--- src/design/core_pkg.sv ---
package core_pkg;

    // ----------------------------------------
    // Widths
    // ----------------------------------------
    localparam int XLEN   = 32;                 // Data and PC width
    localparam int REG_AW = 5;                  // x0..x31
    localparam int CSR_AW = 12;

    // Machine CSR addresses
    localparam logic [CSR_AW-1:0] CSR_MSTATUS  = 12'h300;
    localparam logic [CSR_AW-1:0] CSR_MIE      = 12'h304;
    localparam logic [CSR_AW-1:0] CSR_MTVEC    = 12'h305;
    localparam logic [CSR_AW-1:0] CSR_MSCRATCH = 12'h340;
    localparam logic [CSR_AW-1:0] CSR_MEPC     = 12'h341;
    localparam logic [CSR_AW-1:0] CSR_MCAUSE   = 12'h342;
    localparam logic [CSR_AW-1:0] CSR_MTVAL    = 12'h343;
    localparam logic [CSR_AW-1:0] CSR_MIP      = 12'h344;

    // Low two bits of funct3 for CSRRW/CSRRS/CSRRC
    typedef enum logic [1:0] {
        CSR_RW = 2'b01,
        CSR_RS = 2'b10,
        CSR_RC = 2'b11
    } csr_op_e;

    // mcause exception codes with the interrupt flag kept apart
    typedef enum logic [4:0] {
        EXC_INSTR_MISALIGN = 5'd0,
        EXC_ILLEGAL        = 5'd2,
        IRQ_SOFTWARE       = 5'd3,
        EXC_LOAD_MISALIGN  = 5'd4,
        EXC_STORE_MISALIGN = 5'd6,
        IRQ_TIMER          = 5'd7,
        IRQ_EXTERNAL       = 5'd11
    } trap_cause_e;

    // ----------------------------------------
    // MEM/WB pipeline word
    // ----------------------------------------
    typedef struct packed {
        logic valid;
        logic reg_write;
        logic mem_read;
        logic csr_read;
        logic csr_write;
        logic mret;
    } wb_ctrl_t;

    typedef struct packed {
        logic instr_misalign;
        logic illegal;
        logic load_misalign;
        logic store_misalign;
    } wb_exc_t;

    typedef struct packed {
        logic [XLEN-1:0]   pc;
        logic [XLEN-1:0]   instruction;
        logic [XLEN-1:0]   alu_result;
        logic [XLEN-1:0]   mem_address;     // Fault address for misaligned access
        logic [REG_AW-1:0] reg_id;
        csr_op_e           csr_op;
        logic [CSR_AW-1:0] csr_addr;
        logic [XLEN-1:0]   csr_wdata;
    } wb_data_t;

    // CSR view seen by trap control
    typedef struct packed {
        logic            mie_bit;            // mstatus.MIE
        logic            mpie_bit;           // mstatus.MPIE
        logic            mie_msie;
        logic            mie_mtie;
        logic            mie_meie;
        logic            mip_msip;
        logic            mip_mtip;
        logic            mip_meip;
        logic [29:0]     mtvec_base;
        logic [1:0]      mtvec_mode;
        logic [XLEN-1:0] mepc;
    } csr_state_t;

    // Trap and mret side effects on the CSRs
    typedef struct packed {
        trap_cause_e     cause;
        logic            is_irq;
        logic [XLEN-1:0] epc;
        logic [XLEN-1:0] tval;
        logic            mie_bit;
        logic            mpie_bit;
    } trap_update_t;

endpackage

--- src/design/csr_file.sv ---
`timescale 1ns/1ps

module csr_file (
    input  logic                         clk,
    input  logic                         i_rst,
    // CSR instruction access
    input  logic                         i_csr_read,
    input  logic                         i_csr_write,
    input  core_pkg::csr_op_e            i_csr_op,
    input  logic [core_pkg::CSR_AW-1:0]  i_csr_addr,
    input  logic [core_pkg::XLEN-1:0]    i_csr_wdata,
    // Interrupt lines
    input  logic                         i_sw_irq,
    input  logic                         i_timer_irq,
    input  logic                         i_ext_irq,
    // From trap control
    input  logic                         i_trap_take,
    input  logic                         i_is_mret,
    input  core_pkg::trap_update_t       i_trap_upd,
    // Outputs
    output logic [core_pkg::XLEN-1:0]    o_csr_rdata,
    output core_pkg::csr_state_t         o_state
);

    // ----------------------------------------
    // CSR storage
    // ----------------------------------------
    logic                      mstatus_mie;
    logic                      mstatus_mpie;
    logic                      mie_msie;
    logic                      mie_mtie;
    logic                      mie_meie;
    logic                      mip_msip;
    logic                      mip_mtip;
    logic                      mip_meip;
    logic [29:0]               mtvec_base;
    logic                      mtvec_mode;  // 0 direct, 1 vectored
    logic [core_pkg::XLEN-1:0] mscratch;
    logic [core_pkg::XLEN-1:0] mepc;
    logic [core_pkg::XLEN-1:0] mcause;
    logic [core_pkg::XLEN-1:0] mtval;

    logic [core_pkg::XLEN-1:0] rd_val;      // Old value of addressed CSR
    logic [core_pkg::XLEN-1:0] csr_new;     // Value after read-modify-write

    // Read mux with MPP fixed at machine
    always_comb begin
        case (i_csr_addr)
            core_pkg::CSR_MSTATUS:  rd_val = {19'b0, 2'b11, 3'b0, mstatus_mpie,
                                              3'b0, mstatus_mie, 3'b0};
            core_pkg::CSR_MIE:      rd_val = {20'b0, mie_meie, 3'b0, mie_mtie,
                                              3'b0, mie_msie, 3'b0};
            core_pkg::CSR_MIP:      rd_val = {20'b0, mip_meip, 3'b0, mip_mtip,
                                              3'b0, mip_msip, 3'b0};
            core_pkg::CSR_MTVEC:    rd_val = {mtvec_base, 1'b0, mtvec_mode};
            core_pkg::CSR_MSCRATCH: rd_val = mscratch;
            core_pkg::CSR_MEPC:     rd_val = mepc;
            core_pkg::CSR_MCAUSE:   rd_val = mcause;
            core_pkg::CSR_MTVAL:    rd_val = mtval;
            default:                rd_val = '0;  // Unimplemented reads as zero
        endcase
    end

    assign o_csr_rdata = i_csr_read ? rd_val : '0;

    // Read-modify-write against old value
    always_comb begin
        case (i_csr_op)
            core_pkg::CSR_RW: csr_new = i_csr_wdata;
            core_pkg::CSR_RS: csr_new = rd_val | i_csr_wdata;
            core_pkg::CSR_RC: csr_new = rd_val & ~i_csr_wdata;
            default:          csr_new = rd_val;
        endcase
    end

    // ----------------------------------------
    // Register update
    // ----------------------------------------
    always_ff @(posedge clk) begin
        if (i_rst) begin
            mstatus_mie  <= 1'b0;
            mstatus_mpie <= 1'b0;
            mie_msie     <= 1'b0;
            mie_mtie     <= 1'b0;
            mie_meie     <= 1'b0;
            mip_msip     <= 1'b0;
            mip_mtip     <= 1'b0;
            mip_meip     <= 1'b0;
            mtvec_base   <= '0;
            mtvec_mode   <= 1'b0;
            mscratch     <= '0;
            mepc         <= '0;
            mcause       <= '0;
            mtval        <= '0;
        end else begin
            // Interrupt lines sampled one cycle behind
            mip_msip <= i_sw_irq;
            mip_mtip <= i_timer_irq;
            mip_meip <= i_ext_irq;

            if (i_csr_write) begin
                case (i_csr_addr)
                    core_pkg::CSR_MSTATUS: begin
                        mstatus_mie  <= csr_new[3];
                        mstatus_mpie <= csr_new[7];
                    end
                    core_pkg::CSR_MIE: begin
                        mie_msie <= csr_new[3];
                        mie_mtie <= csr_new[7];
                        mie_meie <= csr_new[11];
                    end
                    core_pkg::CSR_MTVEC: begin
                        mtvec_base <= csr_new[31:2];
                        mtvec_mode <= csr_new[0];  // Direct or vectored only
                    end
                    core_pkg::CSR_MSCRATCH: mscratch <= csr_new;
                    core_pkg::CSR_MEPC:     mepc     <= {csr_new[31:2], 2'b00};
                    core_pkg::CSR_MCAUSE:   mcause   <= csr_new;
                    core_pkg::CSR_MTVAL:    mtval    <= csr_new;
                    default: ;              // mip and unknown ignored
                endcase
            end

            // Trap side effects written last so they win
            if (i_trap_take && !i_is_mret) begin
                mepc         <= i_trap_upd.epc;
                mcause       <= {i_trap_upd.is_irq, 26'b0, i_trap_upd.cause};
                mtval        <= i_trap_upd.tval;
                mstatus_mie  <= i_trap_upd.mie_bit;
                mstatus_mpie <= i_trap_upd.mpie_bit;
            end else if (i_is_mret) begin
                mstatus_mie  <= i_trap_upd.mie_bit;   // MIE from MPIE
                mstatus_mpie <= i_trap_upd.mpie_bit;
            end
        end
    end

    assign o_state = '{mie_bit: mstatus_mie, mpie_bit: mstatus_mpie,
                       mie_msie: mie_msie, mie_mtie: mie_mtie, mie_meie: mie_meie,
                       mip_msip: mip_msip, mip_mtip: mip_mtip, mip_meip: mip_meip,
                       mtvec_base: mtvec_base, mtvec_mode: {1'b0, mtvec_mode},
                       mepc: mepc};

endmodule

--- src/design/reg_file.sv ---
`timescale 1ns/1ps

module reg_file (
    input  logic                        clk,
    input  logic                        i_rst,
    // Write port from write-back
    input  logic                        i_we,
    input  logic [core_pkg::REG_AW-1:0] i_waddr,
    input  logic [core_pkg::XLEN-1:0]   i_wdata,
    // Asynchronous read port
    input  logic [core_pkg::REG_AW-1:0] i_raddr,
    output logic [core_pkg::XLEN-1:0]   o_rdata
);

    // ----------------------------------------
    // Storage
    // ----------------------------------------
    logic [core_pkg::XLEN-1:0] regs [2**core_pkg::REG_AW];   // Contents not reset

    always_ff @(posedge clk) begin
        // No writes during reset or to x0
        if (i_we && !i_rst && i_waddr != '0) begin
            regs[i_waddr] <= i_wdata;
        end
    end

    // x0 reads as zero
    assign o_rdata = (i_raddr == '0) ? '0 : regs[i_raddr];

endmodule

--- src/design/trap_ctrl.sv ---
`timescale 1ns/1ps

module trap_ctrl (
    input  core_pkg::wb_ctrl_t          i_ctrl,
    input  core_pkg::wb_exc_t           i_exc,
    input  core_pkg::wb_data_t          i_data,
    input  logic                        i_flush,
    input  core_pkg::csr_state_t        i_state,
    output logic                        o_trap_take,
    output logic [core_pkg::XLEN-1:0]   o_trap_pc,
    output logic                        o_is_mret,
    output core_pkg::trap_update_t      o_trap_upd
);

    logic                      active;       // Live instruction this cycle
    logic                      irq_ext;
    logic                      irq_sw;
    logic                      irq_timer;
    logic                      irq_take;
    logic                      exc_take;
    logic                      mret_take;
    core_pkg::trap_cause_e     cause;
    logic [core_pkg::XLEN-1:0] tval;
    logic [core_pkg::XLEN-1:0] vec_base;

    assign active = i_ctrl.valid & ~i_flush;

    // ----------------------------------------
    // Trap decision
    // ----------------------------------------
    // Enabled and pending and gated by global MIE
    assign irq_ext   = i_state.mie_bit & i_state.mie_meie & i_state.mip_meip;
    assign irq_sw    = i_state.mie_bit & i_state.mie_msie & i_state.mip_msip;
    assign irq_timer = i_state.mie_bit & i_state.mie_mtie & i_state.mip_mtip;

    assign irq_take  = active & (irq_ext | irq_sw | irq_timer);
    assign exc_take  = active & ~irq_take &
                       (i_exc.instr_misalign | i_exc.illegal |
                        i_exc.load_misalign | i_exc.store_misalign);
    assign mret_take = active & i_ctrl.mret & ~irq_take & ~exc_take;

    // Cause and trap value by priority
    always_comb begin
        cause = core_pkg::EXC_INSTR_MISALIGN;
        tval  = '0;                           // Interrupts report zero
        if (irq_ext) begin
            cause = core_pkg::IRQ_EXTERNAL;
        end else if (irq_sw) begin
            cause = core_pkg::IRQ_SOFTWARE;
        end else if (irq_timer) begin
            cause = core_pkg::IRQ_TIMER;
        end else if (i_exc.instr_misalign) begin
            cause = core_pkg::EXC_INSTR_MISALIGN;
            tval  = i_data.pc;
        end else if (i_exc.illegal) begin
            cause = core_pkg::EXC_ILLEGAL;
            tval  = i_data.instruction;       // Faulting encoding
        end else if (i_exc.load_misalign) begin
            cause = core_pkg::EXC_LOAD_MISALIGN;
            tval  = i_data.mem_address;
        end else if (i_exc.store_misalign) begin
            cause = core_pkg::EXC_STORE_MISALIGN;
            tval  = i_data.mem_address;
        end
    end

    // ----------------------------------------
    // Target PC
    // ----------------------------------------
    assign vec_base = {i_state.mtvec_base, 2'b00};

    always_comb begin
        if (mret_take) begin
            o_trap_pc = i_state.mepc;
        end else if (irq_take && i_state.mtvec_mode == 2'd1) begin
            o_trap_pc = vec_base + {25'b0, cause, 2'b00};   // base + 4*cause
        end else begin
            o_trap_pc = vec_base;
        end
    end

    assign o_trap_take = irq_take | exc_take | mret_take;  // Any redirect
    assign o_is_mret   = mret_take;

    // mstatus stack pushed on trap and popped on mret
    always_comb begin
        o_trap_upd.cause  = cause;
        o_trap_upd.is_irq = irq_take;
        o_trap_upd.epc    = i_data.pc;
        o_trap_upd.tval   = tval;
        if (mret_take) begin
            o_trap_upd.mie_bit  = i_state.mpie_bit;
            o_trap_upd.mpie_bit = 1'b1;
        end else begin
            o_trap_upd.mie_bit  = 1'b0;
            o_trap_upd.mpie_bit = i_state.mie_bit;
        end
    end

endmodule

--- src/design/wb_stage.sv ---
`timescale 1ns/1ps

module wb_stage (
    input  logic                        clk,
    input  logic                        i_rst,
    input  logic                        i_flush,
    // Interrupts
    input  logic                        i_sw_irq,
    input  logic                        i_timer_irq,
    input  logic                        i_ext_irq,
    // MEM/WB pipeline word
    input  core_pkg::wb_ctrl_t          i_ctrl,
    input  core_pkg::wb_exc_t           i_exc,
    input  core_pkg::wb_data_t          i_data,
    input  logic [core_pkg::XLEN-1:0]   i_mem_rdata,
    // To register file
    output logic                        o_reg_we,
    output logic [core_pkg::REG_AW-1:0] o_reg_id,
    output logic [core_pkg::XLEN-1:0]   o_reg_wdata,
    // To fetch
    output logic                        o_trap_take,
    output logic [core_pkg::XLEN-1:0]   o_trap_pc
);

    logic                      commit;       // Retires without trap or flush
    logic                      csr_read;
    logic                      csr_write;
    logic [core_pkg::XLEN-1:0] csr_rdata;
    logic                      is_mret;
    core_pkg::csr_state_t      csr_state;
    core_pkg::trap_update_t    trap_upd;

    // ----------------------------------------
    // Result select and gating
    // ----------------------------------------
    assign commit    = i_ctrl.valid & ~i_flush & ~o_trap_take;  // mret included
    assign csr_read  = i_ctrl.csr_read & commit;
    assign csr_write = i_ctrl.csr_write & commit;

    assign o_reg_we    = i_ctrl.reg_write & commit;
    assign o_reg_id    = i_data.reg_id;
    assign o_reg_wdata = i_ctrl.csr_read ? csr_rdata   :
                         i_ctrl.mem_read ? i_mem_rdata : i_data.alu_result;

    csr_file u_csr_file (
        .clk         (clk),
        .i_rst       (i_rst),
        .i_csr_read  (csr_read),
        .i_csr_write (csr_write),
        .i_csr_op    (i_data.csr_op),
        .i_csr_addr  (i_data.csr_addr),
        .i_csr_wdata (i_data.csr_wdata),
        .i_sw_irq    (i_sw_irq),
        .i_timer_irq (i_timer_irq),
        .i_ext_irq   (i_ext_irq),
        .i_trap_take (o_trap_take),
        .i_is_mret   (is_mret),
        .i_trap_upd  (trap_upd),
        .o_csr_rdata (csr_rdata),
        .o_state     (csr_state)
    );

    trap_ctrl u_trap_ctrl (
        .i_ctrl      (i_ctrl),
        .i_exc       (i_exc),
        .i_data      (i_data),
        .i_flush     (i_flush),
        .i_state     (csr_state),
        .o_trap_take (o_trap_take),
        .o_trap_pc   (o_trap_pc),
        .o_is_mret   (is_mret),
        .o_trap_upd  (trap_upd)
    );

endmodule

--- src/design/wb_top.sv ---
`timescale 1ns/1ps

module wb_top (
    input  logic                        clk,
    input  logic                        i_rst,
    input  logic                        i_flush,
    input  logic                        i_sw_irq,
    input  logic                        i_timer_irq,
    input  logic                        i_ext_irq,
    input  core_pkg::wb_ctrl_t          i_ctrl,
    input  core_pkg::wb_exc_t           i_exc,
    input  core_pkg::wb_data_t          i_data,
    input  logic [core_pkg::XLEN-1:0]   i_mem_rdata,
    input  logic [core_pkg::REG_AW-1:0] i_rd_addr,    // Debug read port
    output logic [core_pkg::XLEN-1:0]   o_rd_data,
    output logic                        o_trap_take,
    output logic [core_pkg::XLEN-1:0]   o_trap_pc
);

    logic                        reg_we;
    logic [core_pkg::REG_AW-1:0] reg_id;
    logic [core_pkg::XLEN-1:0]   reg_wdata;

    wb_stage u_wb_stage (
        .clk         (clk),
        .i_rst       (i_rst),
        .i_flush     (i_flush),
        .i_sw_irq    (i_sw_irq),
        .i_timer_irq (i_timer_irq),
        .i_ext_irq   (i_ext_irq),
        .i_ctrl      (i_ctrl),
        .i_exc       (i_exc),
        .i_data      (i_data),
        .i_mem_rdata (i_mem_rdata),
        .o_reg_we    (reg_we),
        .o_reg_id    (reg_id),
        .o_reg_wdata (reg_wdata),
        .o_trap_take (o_trap_take),
        .o_trap_pc   (o_trap_pc)
    );

    reg_file u_reg_file (
        .clk     (clk),
        .i_rst   (i_rst),
        .i_we    (reg_we),
        .i_waddr (reg_id),
        .i_wdata (reg_wdata),
        .i_raddr (i_rd_addr),
        .o_rdata (o_rd_data)
    );

endmodule

--- config.mk ---
export PLATFORM = sky130hd
export DESIGN_NAME = wb_top
export DESIGN_NICKNAME = d
export VERILOG_FILES = /design/src/design/core_pkg.sv /design/src/design/csr_file.sv /design/src/design/reg_file.sv /design/src/design/trap_ctrl.sv /design/src/design/wb_stage.sv /design/src/design/wb_top.sv
export SDC_FILE = /design/constraint.sdc
export NUM_CORES = 2
export LEC_CHECK = 0
export BUFFER_PORTS_ARGS = -buffer_cell sky130_fd_sc_hd__buf_2
export CAP_MARGIN = 20
export CORE_MARGIN = 4
export CORE_UTILIZATION = 50
export DETAILED_ROUTE_END_ITERATION = 8
export GPL_TIMING_DRIVEN = 0
export PLACE_DENSITY = 0.68
export RECOVER_POWER = 25
export SYNTH_ARGS = -nofsm -noshare
export SYNTH_HDL_FRONTEND = slang
export SYNTH_SLANG_ARGS = --single-unit
--- constraint.sdc ---
create_clock -name clk -period 9.8 [get_ports clk]
set_input_delay 1.47 -clock clk [delete_from_list [all_inputs] [get_ports clk]]
set_output_delay 1.47 -clock clk [all_outputs]
set_load 0.05 [all_outputs]
# ---- Word-level counts from Yosys, hierarchy flattened
# Memory sizes are Yosys's and may differ from the RTL's.
# Index checks and enable logic that the tools add are counted.
dict set report classes {
  n_reduce_logical 23
  mux 42
  n_eq_ne 11
  add_sub_neg 1
  bitwise 31
}
# operator count
set ops {}
lappend ops {{$mux W32} 22}
lappend ops {{$pmux W32 S8} 1}
lappend ops {{$eq A12 B10 Y1 const B} 8}
lappend ops {{$pmux W32 S3} 1}
lappend ops {{$add A32 B7 Y32} 1}
lappend ops {{$and A32 B32 Y32} 1}
lappend ops {{$not A32 Y32} 1}
lappend ops {{$or A32 B32 Y32} 1}
lappend ops {{$mux W3} 6}
lappend ops {{$and A1 B1 Y1} 17}
lappend ops {{$reduce_and A2 Y1} 8}
lappend ops {{$mux W1} 10}
lappend ops {{$reduce_bool A2 Y1} 4}
lappend ops {{$or A1 B1 Y1} 7}
lappend ops {{$reduce_bool A3 Y1} 2}
lappend ops {{$logic_not A5 Y1} 1}
lappend ops {{$reduce_bool A5 Y1} 1}
lappend ops {{$eq A2 B2 Y1 const B} 2}
lappend ops {{$logic_and A1 B1 Y1} 4}
lappend ops {{$mux W4} 1}
lappend ops {{$not A1 Y1} 4}
lappend ops {{$eq A2 B1 Y1 const B} 1}
lappend ops {{$logic_not A1 Y1} 2}
lappend ops {{$mux W2} 1}
lappend ops {{$reduce_or A2 Y1} 1}
dict set report word_totals {
  ramBits 1024
  inputBits 232
  n_memories 1
  reg_bits 167
  elab_cells 124
}
# memory words width read_ports rd_ports_with_merged_regs wr line_no
set memory_table {}
lappend memory_table {u_reg_file.regs 32 32 1 0 1 reg_file.sv:18} ;# logic [core_pkg::XLEN-1:0] regs [2**core_pkg::REG_AW];

# ---- Longest topological paths before layout
dict set report logic_depth {
  ltp_word 18
  mapped_depth 12
  depth_no_buf 12
}

# ---- Hierarchy
# Synthesis repeated with hierarchy kept, for this count alone.
dict set report hier_totals {
  cells_unflattened 3386
  hier_area_um2 51429.3
}
# mod cells_each area_per_inst_um2 n_inst
set modules_own_cells {}
lappend modules_own_cells {reg_file 1904 39683.1 1}
lappend modules_own_cells {csr_file 1002 8748.4 1}
lappend modules_own_cells {trap_ctrl 364 2228.4 1}
lappend modules_own_cells {wb_stage 116 769.5 1}

# ---- Worst setup path before layout
# Ideal clock, no wire load.
dict set report synth_path {
  path_kind {input to output}
  start {input port i_exc[2] (netlist bit)}
  end {output port o_trap_pc[22] (netlist bit)}
  arrival_ns 5.001
  slack_ns 3.329
  cell_stages 12
  path_cell_list {buf_6 -> clkbuf_1 -> a21oi_1 -> o21ai_0 -> inv_1 -> fa_1 -> nor2b_1 -> o21ai_0 -> a2111oi_0 -> nand4_1 -> xor2_1 -> o21ai_0}
}
dict set report synth_via {
  elab_chain_cells 8
  word_cells_on_any_way 14
  classes_between {add/sub: 1; mux: 7; bitwise: 6}
}
# element line_no
set synth_rtl {}
lappend synth_rtl {{from (decl)} wb_top.sv:11} ;# input core_pkg::wb_exc_t i_exc,
lappend synth_rtl {{$mux W3} trap_ctrl.sv:55} ;# end else if (i_exc.illegal) begin
lappend synth_rtl {{$mux W3} trap_ctrl.sv:52} ;# end else if (i_exc.instr_misalign) begin
lappend synth_rtl {{$mux W3} trap_ctrl.sv:50} ;# end else if (irq_timer) begin
lappend synth_rtl {{$mux W3} trap_ctrl.sv:48} ;# end else if (irq_sw) begin
lappend synth_rtl {{$mux W4} trap_ctrl.sv:46} ;# if (irq_ext) begin
lappend synth_rtl {{$add A32 B7 Y32} trap_ctrl.sv:76} ;# o_trap_pc = vec_base + {25'b0, cause, 2'b00};
lappend synth_rtl {{$mux W32} trap_ctrl.sv:75} ;# end else if (irq_take && i_state.mtvec_mode == 2'd1) begin
lappend synth_rtl {{$mux W32 (*)} trap_ctrl.sv:73} ;# if (mret_take) begin
lappend synth_rtl {{to (decl)} wb_top.sv:17} ;# output logic [core_pkg::XLEN-1:0] o_trap_pc
# Every way passes the cells marked *; elsewhere a longest branch is shown, timed or not.

# ---- Worst setup path after layout
dict set report layout_path {
  start {input port i_exc[3] (netlist bit)}
  end {output port o_trap_pc[7] (netlist bit)}
}
dict set report layout_via {
  elab_chain_cells 7
  word_cells_on_any_way 13
  classes_between {add/sub: 1; mux: 6; bitwise: 6}
}
# element line_no
set layout_rtl {}
lappend layout_rtl {{$mux W3 or $or A1 B1 Y1 (tied branches)} {trap_ctrl.sv:52, trap_ctrl.sv:38}}
lappend layout_rtl {{$mux W3 or $or A1 B1 Y1 (tied branches)} {trap_ctrl.sv:50, trap_ctrl.sv:38}}
lappend layout_rtl {{$mux W3 or $or A1 B1 Y1 (tied branches)} {trap_ctrl.sv:48, trap_ctrl.sv:39}}
lappend layout_rtl {{$mux W4 or $and A1 B1 Y1 (tied branches)} {trap_ctrl.sv:46, trap_ctrl.sv:37}}
lappend layout_rtl {{$add A32 B7 Y32 or $not A1 Y1 (tied branches)} {trap_ctrl.sv:76, trap_ctrl.sv:40}}
lappend layout_rtl {{$mux W32 or $and A1 B1 Y1 (tied branches)} {trap_ctrl.sv:75, trap_ctrl.sv:40}}
lappend layout_rtl {{$mux W32 (*)} trap_ctrl.sv:73}
# Marked as above.

==> impl_results.md <==
* Number of synthesized register bits at 1191
* Highest metal used: met5
* CP Data Arrival Time at 5990 ps
* XOR/XNOR Fraction of Synth Area at 0.00526
* Initial antenna violation count at 5
* Post-DRT Antenna Nets at 0
* GRT Residual Overflow at 0
* Gpl congestion at 0.975
* # clock sinks at 1191
* Worst setup SP type: input port
* Core box area at 0.0987 mm2
* Sw power at 0.00242 W
* Port-buffer cells at 289
* DR iter-0 viols at 3570
* Metal-1 WL at 57300 um
* CTS-repair resized insts at 0
* Post-route cell area at 0.0583 mm2
* Post-synthesis compound-gate area fraction at 0.0792
* Chip Width at 324 um
* Max-Cap Viols at 3
* WL final at 156000 um
* Detailed-placement wirelength estimate at 109000 um
* Synthesized instance count at 2903
* All-layer global routing usage at 0.296
* Crit. End Element: output port
* Dominant cell type by area after synthesis: edfxtp_1
* Post-synthesis mux area share at 0.170
* Met3 routed WL at 13400 um
* RSZ-0062 raised after global routing: no
* Leading post-synthesis cells by cell area: edfxtp_1 62%, mux4_2 14%, dfxtp_1 6.7%, mux2i_1 2.0%, a22oi_1 1.6%
* Via count at 31100
* Simple-gate area share of the yosys netlist at 0.0412
* Final setup viols at 0
* Adder-cell share of the synthesized area at 0.00140
* Logic pwr share at 0.072
* Leakage power total at 17.5 nW
* Final critical-path required period at 7460 ps
* First-pass iteration count of the detailed router at 6
* P&R area growth vs syn at 16.7%
* Post-Syn Area at 0.0499 mm2
* Postcts setup bufs at 0
* CTS max path bufs at 3
* Crit path max fanout at 10
* Starting Density at 0.506
* Worst skew pair latency at 700 ps
* Root Driver: clkbuf_16
* Io pins at 297
* Worst-margin pin slew at 1800 ps
* Status: finished, violations left
* Final nets at 3676
* Number of hold buffers added after CTS at 0
* Maximum clock rate at 0.134 GHz
* Total CTS buffers at 115
* First-pass GRT wire length at 221000 um
* Int Power at 0.00829 W
* Synth top area share at 0.616
* Number of global-route vias before repair at 31500
* Final Hold Fails at 0
* CTS tree: built
* Pwr dens at 184 mW/mm2
* Mean number of vias per cell at 6.44
* Worst Skew at 26.3 ps
* Sequential area share after synthesis at 0.683
* Ys async rst share at 0
* Clock H-tree levels at 3
* Main synth FF type: edfxtp_1
* EDFF count, synth at 1024
* Most frequent cell after synthesis: edfxtp_1
* Largest net degree at the start of global routing at 33
* Critical path data required time at 8330 ps
* Failing checks: capacitance limit, slew limit
* Mapped Avg Cell Area at 17.2 um2
* Top cells by count, synth: 1024 x edfxtp_1, 320 x mux4_2, 167 x dfxtp_1
* Total number of yosys warnings at 0
* Fraction of layout cells with a size suffix above 1 at 0.265
* WL/cell at 32.3 um
* Area after DPL at 0.0546 mm2
* Largest vdd supply drop at 140 uV
* # rows at 115
* Reg power frac at 0.519
* Die height at 324 um
* Pins Over Slew Limit at 48
* Setup CP Type: in2out
* Clk pwr share at 0.408
* Period utilization at 0.761
* Main combinational cell family by area after synthesis: multiplexers
* Worst Hold Class: reg2reg
* Final Power at 0.0107 W
* Sw Ratio at 0.226
* Unique masters post-synth at 72
* Setup TNS at 0 ps
* Slew headroom at -0.216
* Met2 WL post-DR at 78600 um
* DRC violations left at 0
* CTS clk-pin slew, worst paths at 60 ps
* Die Outline Area at 0.105 mm2
## cell families (layout without fill, tap and decap cells)
group | Yosys count | count (layout)
muxes | 443 | 443
buffers and inverters | 256 | 855
other | 1 | 33
and+or+nand+nor | 441 | 441
AOI/OAI and AO/OA | 536 | 536
xor gates and xnor gates | 30 | 30
adders and majority gates | 5 | 5
DFF | 1191 | 1191
## cell usage in the layout, fill, tap and decap left out, types with 7 or more instances in the layout
cell          n
nand3_1      50
a21oi_1      52
clkinv_1     29
o32ai_1      27
buf_4         8
a221oi_1      8
clkinv_2     17
dfxtp_1     167
inv_1        39
nor2_1      121
clkbuf_16   116
nand4_1       7
buf_12       27
bufinv_16    10
a22oi_1     106
a221o_1      27
a211oi_1     12
nand2b_1     10
buf_8        41
mux2i_1      98
xnor2_1      25
o2bb2ai_1    57
clkbuf_1    212
and3_1        9
nor2_4       31
nand2_1     131
nor4_1        7
o21ai_0     142
nor2b_1      12
buf_2       290
buf_1        37
a21o_1       29
nor3_1       24
edfxtp_1   1024
mux4_2      320
a2111oi_0    24
conb_1       32
mux2_2       25
and2_1        9
## worst max-delay path, stage by stage
cell      delay [ps]
clkbuf_1         280
clkbuf_1         610
clkbuf_1         390
o21ai_0          440
ha_1             440
a21o_1           200
a21o_1           200
a21oi_1          400
clkbuf_1         520
nor3b_1          140
xnor2_1          150
o21ai_0          390
buf_2            360
## sequential cells by signal, summed over array words and instances, names as in the netlist, 30 cells and up
name                              cells
u_reg_file.regs                    1024
u_wb_stage.u_csr_file.mcause         32
u_wb_stage.u_csr_file.mepc           32
u_wb_stage.u_csr_file.mscratch       32
u_wb_stage.u_csr_file.mtval          32
u_wb_stage.u_csr_file.mtvec_base     30
## cell type report
type                            count  area [um2]
Multi-Input combinational cell   1487       15000
Fill cell                        7354       40400
Antenna cell                        1        2.50
Buffer                            216         846
Clock inverter                     65         596
Tap cell                         1287        1610
Sequential cell                  1191       34100
Timing Repair Buffer              388        2910
Inverter                           40         150
Clock buffer                      146        3070
## power by group through the flow
stage / sequential (W) / clock (W) / combinational [W]
final: 0.00556 / 0.00437 / 0.000774
after global placement: 0.00568 / 0 / 0.000712
after CTS: 0.00556 / 0.00440 / 0.000774
after detailed placement: 0.00567 / 0 / 0.000771
after global routing: 0.00556 / 0.00463 / 0.000816
after floorplan: 0.00567 / 0 / 0.000451
## metrics by stage
step,instances,hold WS [ps],util,setup slack [ps]
2_1_floorplan,2934,432,-,3330
3_3_place_gp,4510,449,0.538,1950
3_5_place_dp,4577,462,0.554,2600
4_1_cts,4788,477,0.591,2590
5_1_grt,4820,484,0.590,2210
6_report,4821,487,0.590,2340
## per-layer routing
layer	vias to the layer above	global-route usage
met4	4	0.113
met2	1848	0.512
met3	359	0.0499
met5	-	0
li1	12900	-
met1	16000	0.378
## path summary, 6_finish.rpt
path | from | depth (start not counted) | end | slack [ps]
worst max-delay path | i_exc[3] | 13 | o_trap_pc[7] | 2340
worst min-delay path | u_wb_stage.u_csr_file.mscratch[31] | 1 | u_wb_stage.u_csr_file.mscratch[31] | 490
worst max register to register | u_wb_stage.u_csr_file.mip_meip | 9 | u_wb_stage.u_csr_file.mcause[28] | 5350
worst min register to register | u_wb_stage.u_csr_file.mscratch[31] | 1 | u_wb_stage.u_csr_file.mscratch[31] | 490
Note: power is estimated with default switching activity, not from simulation.
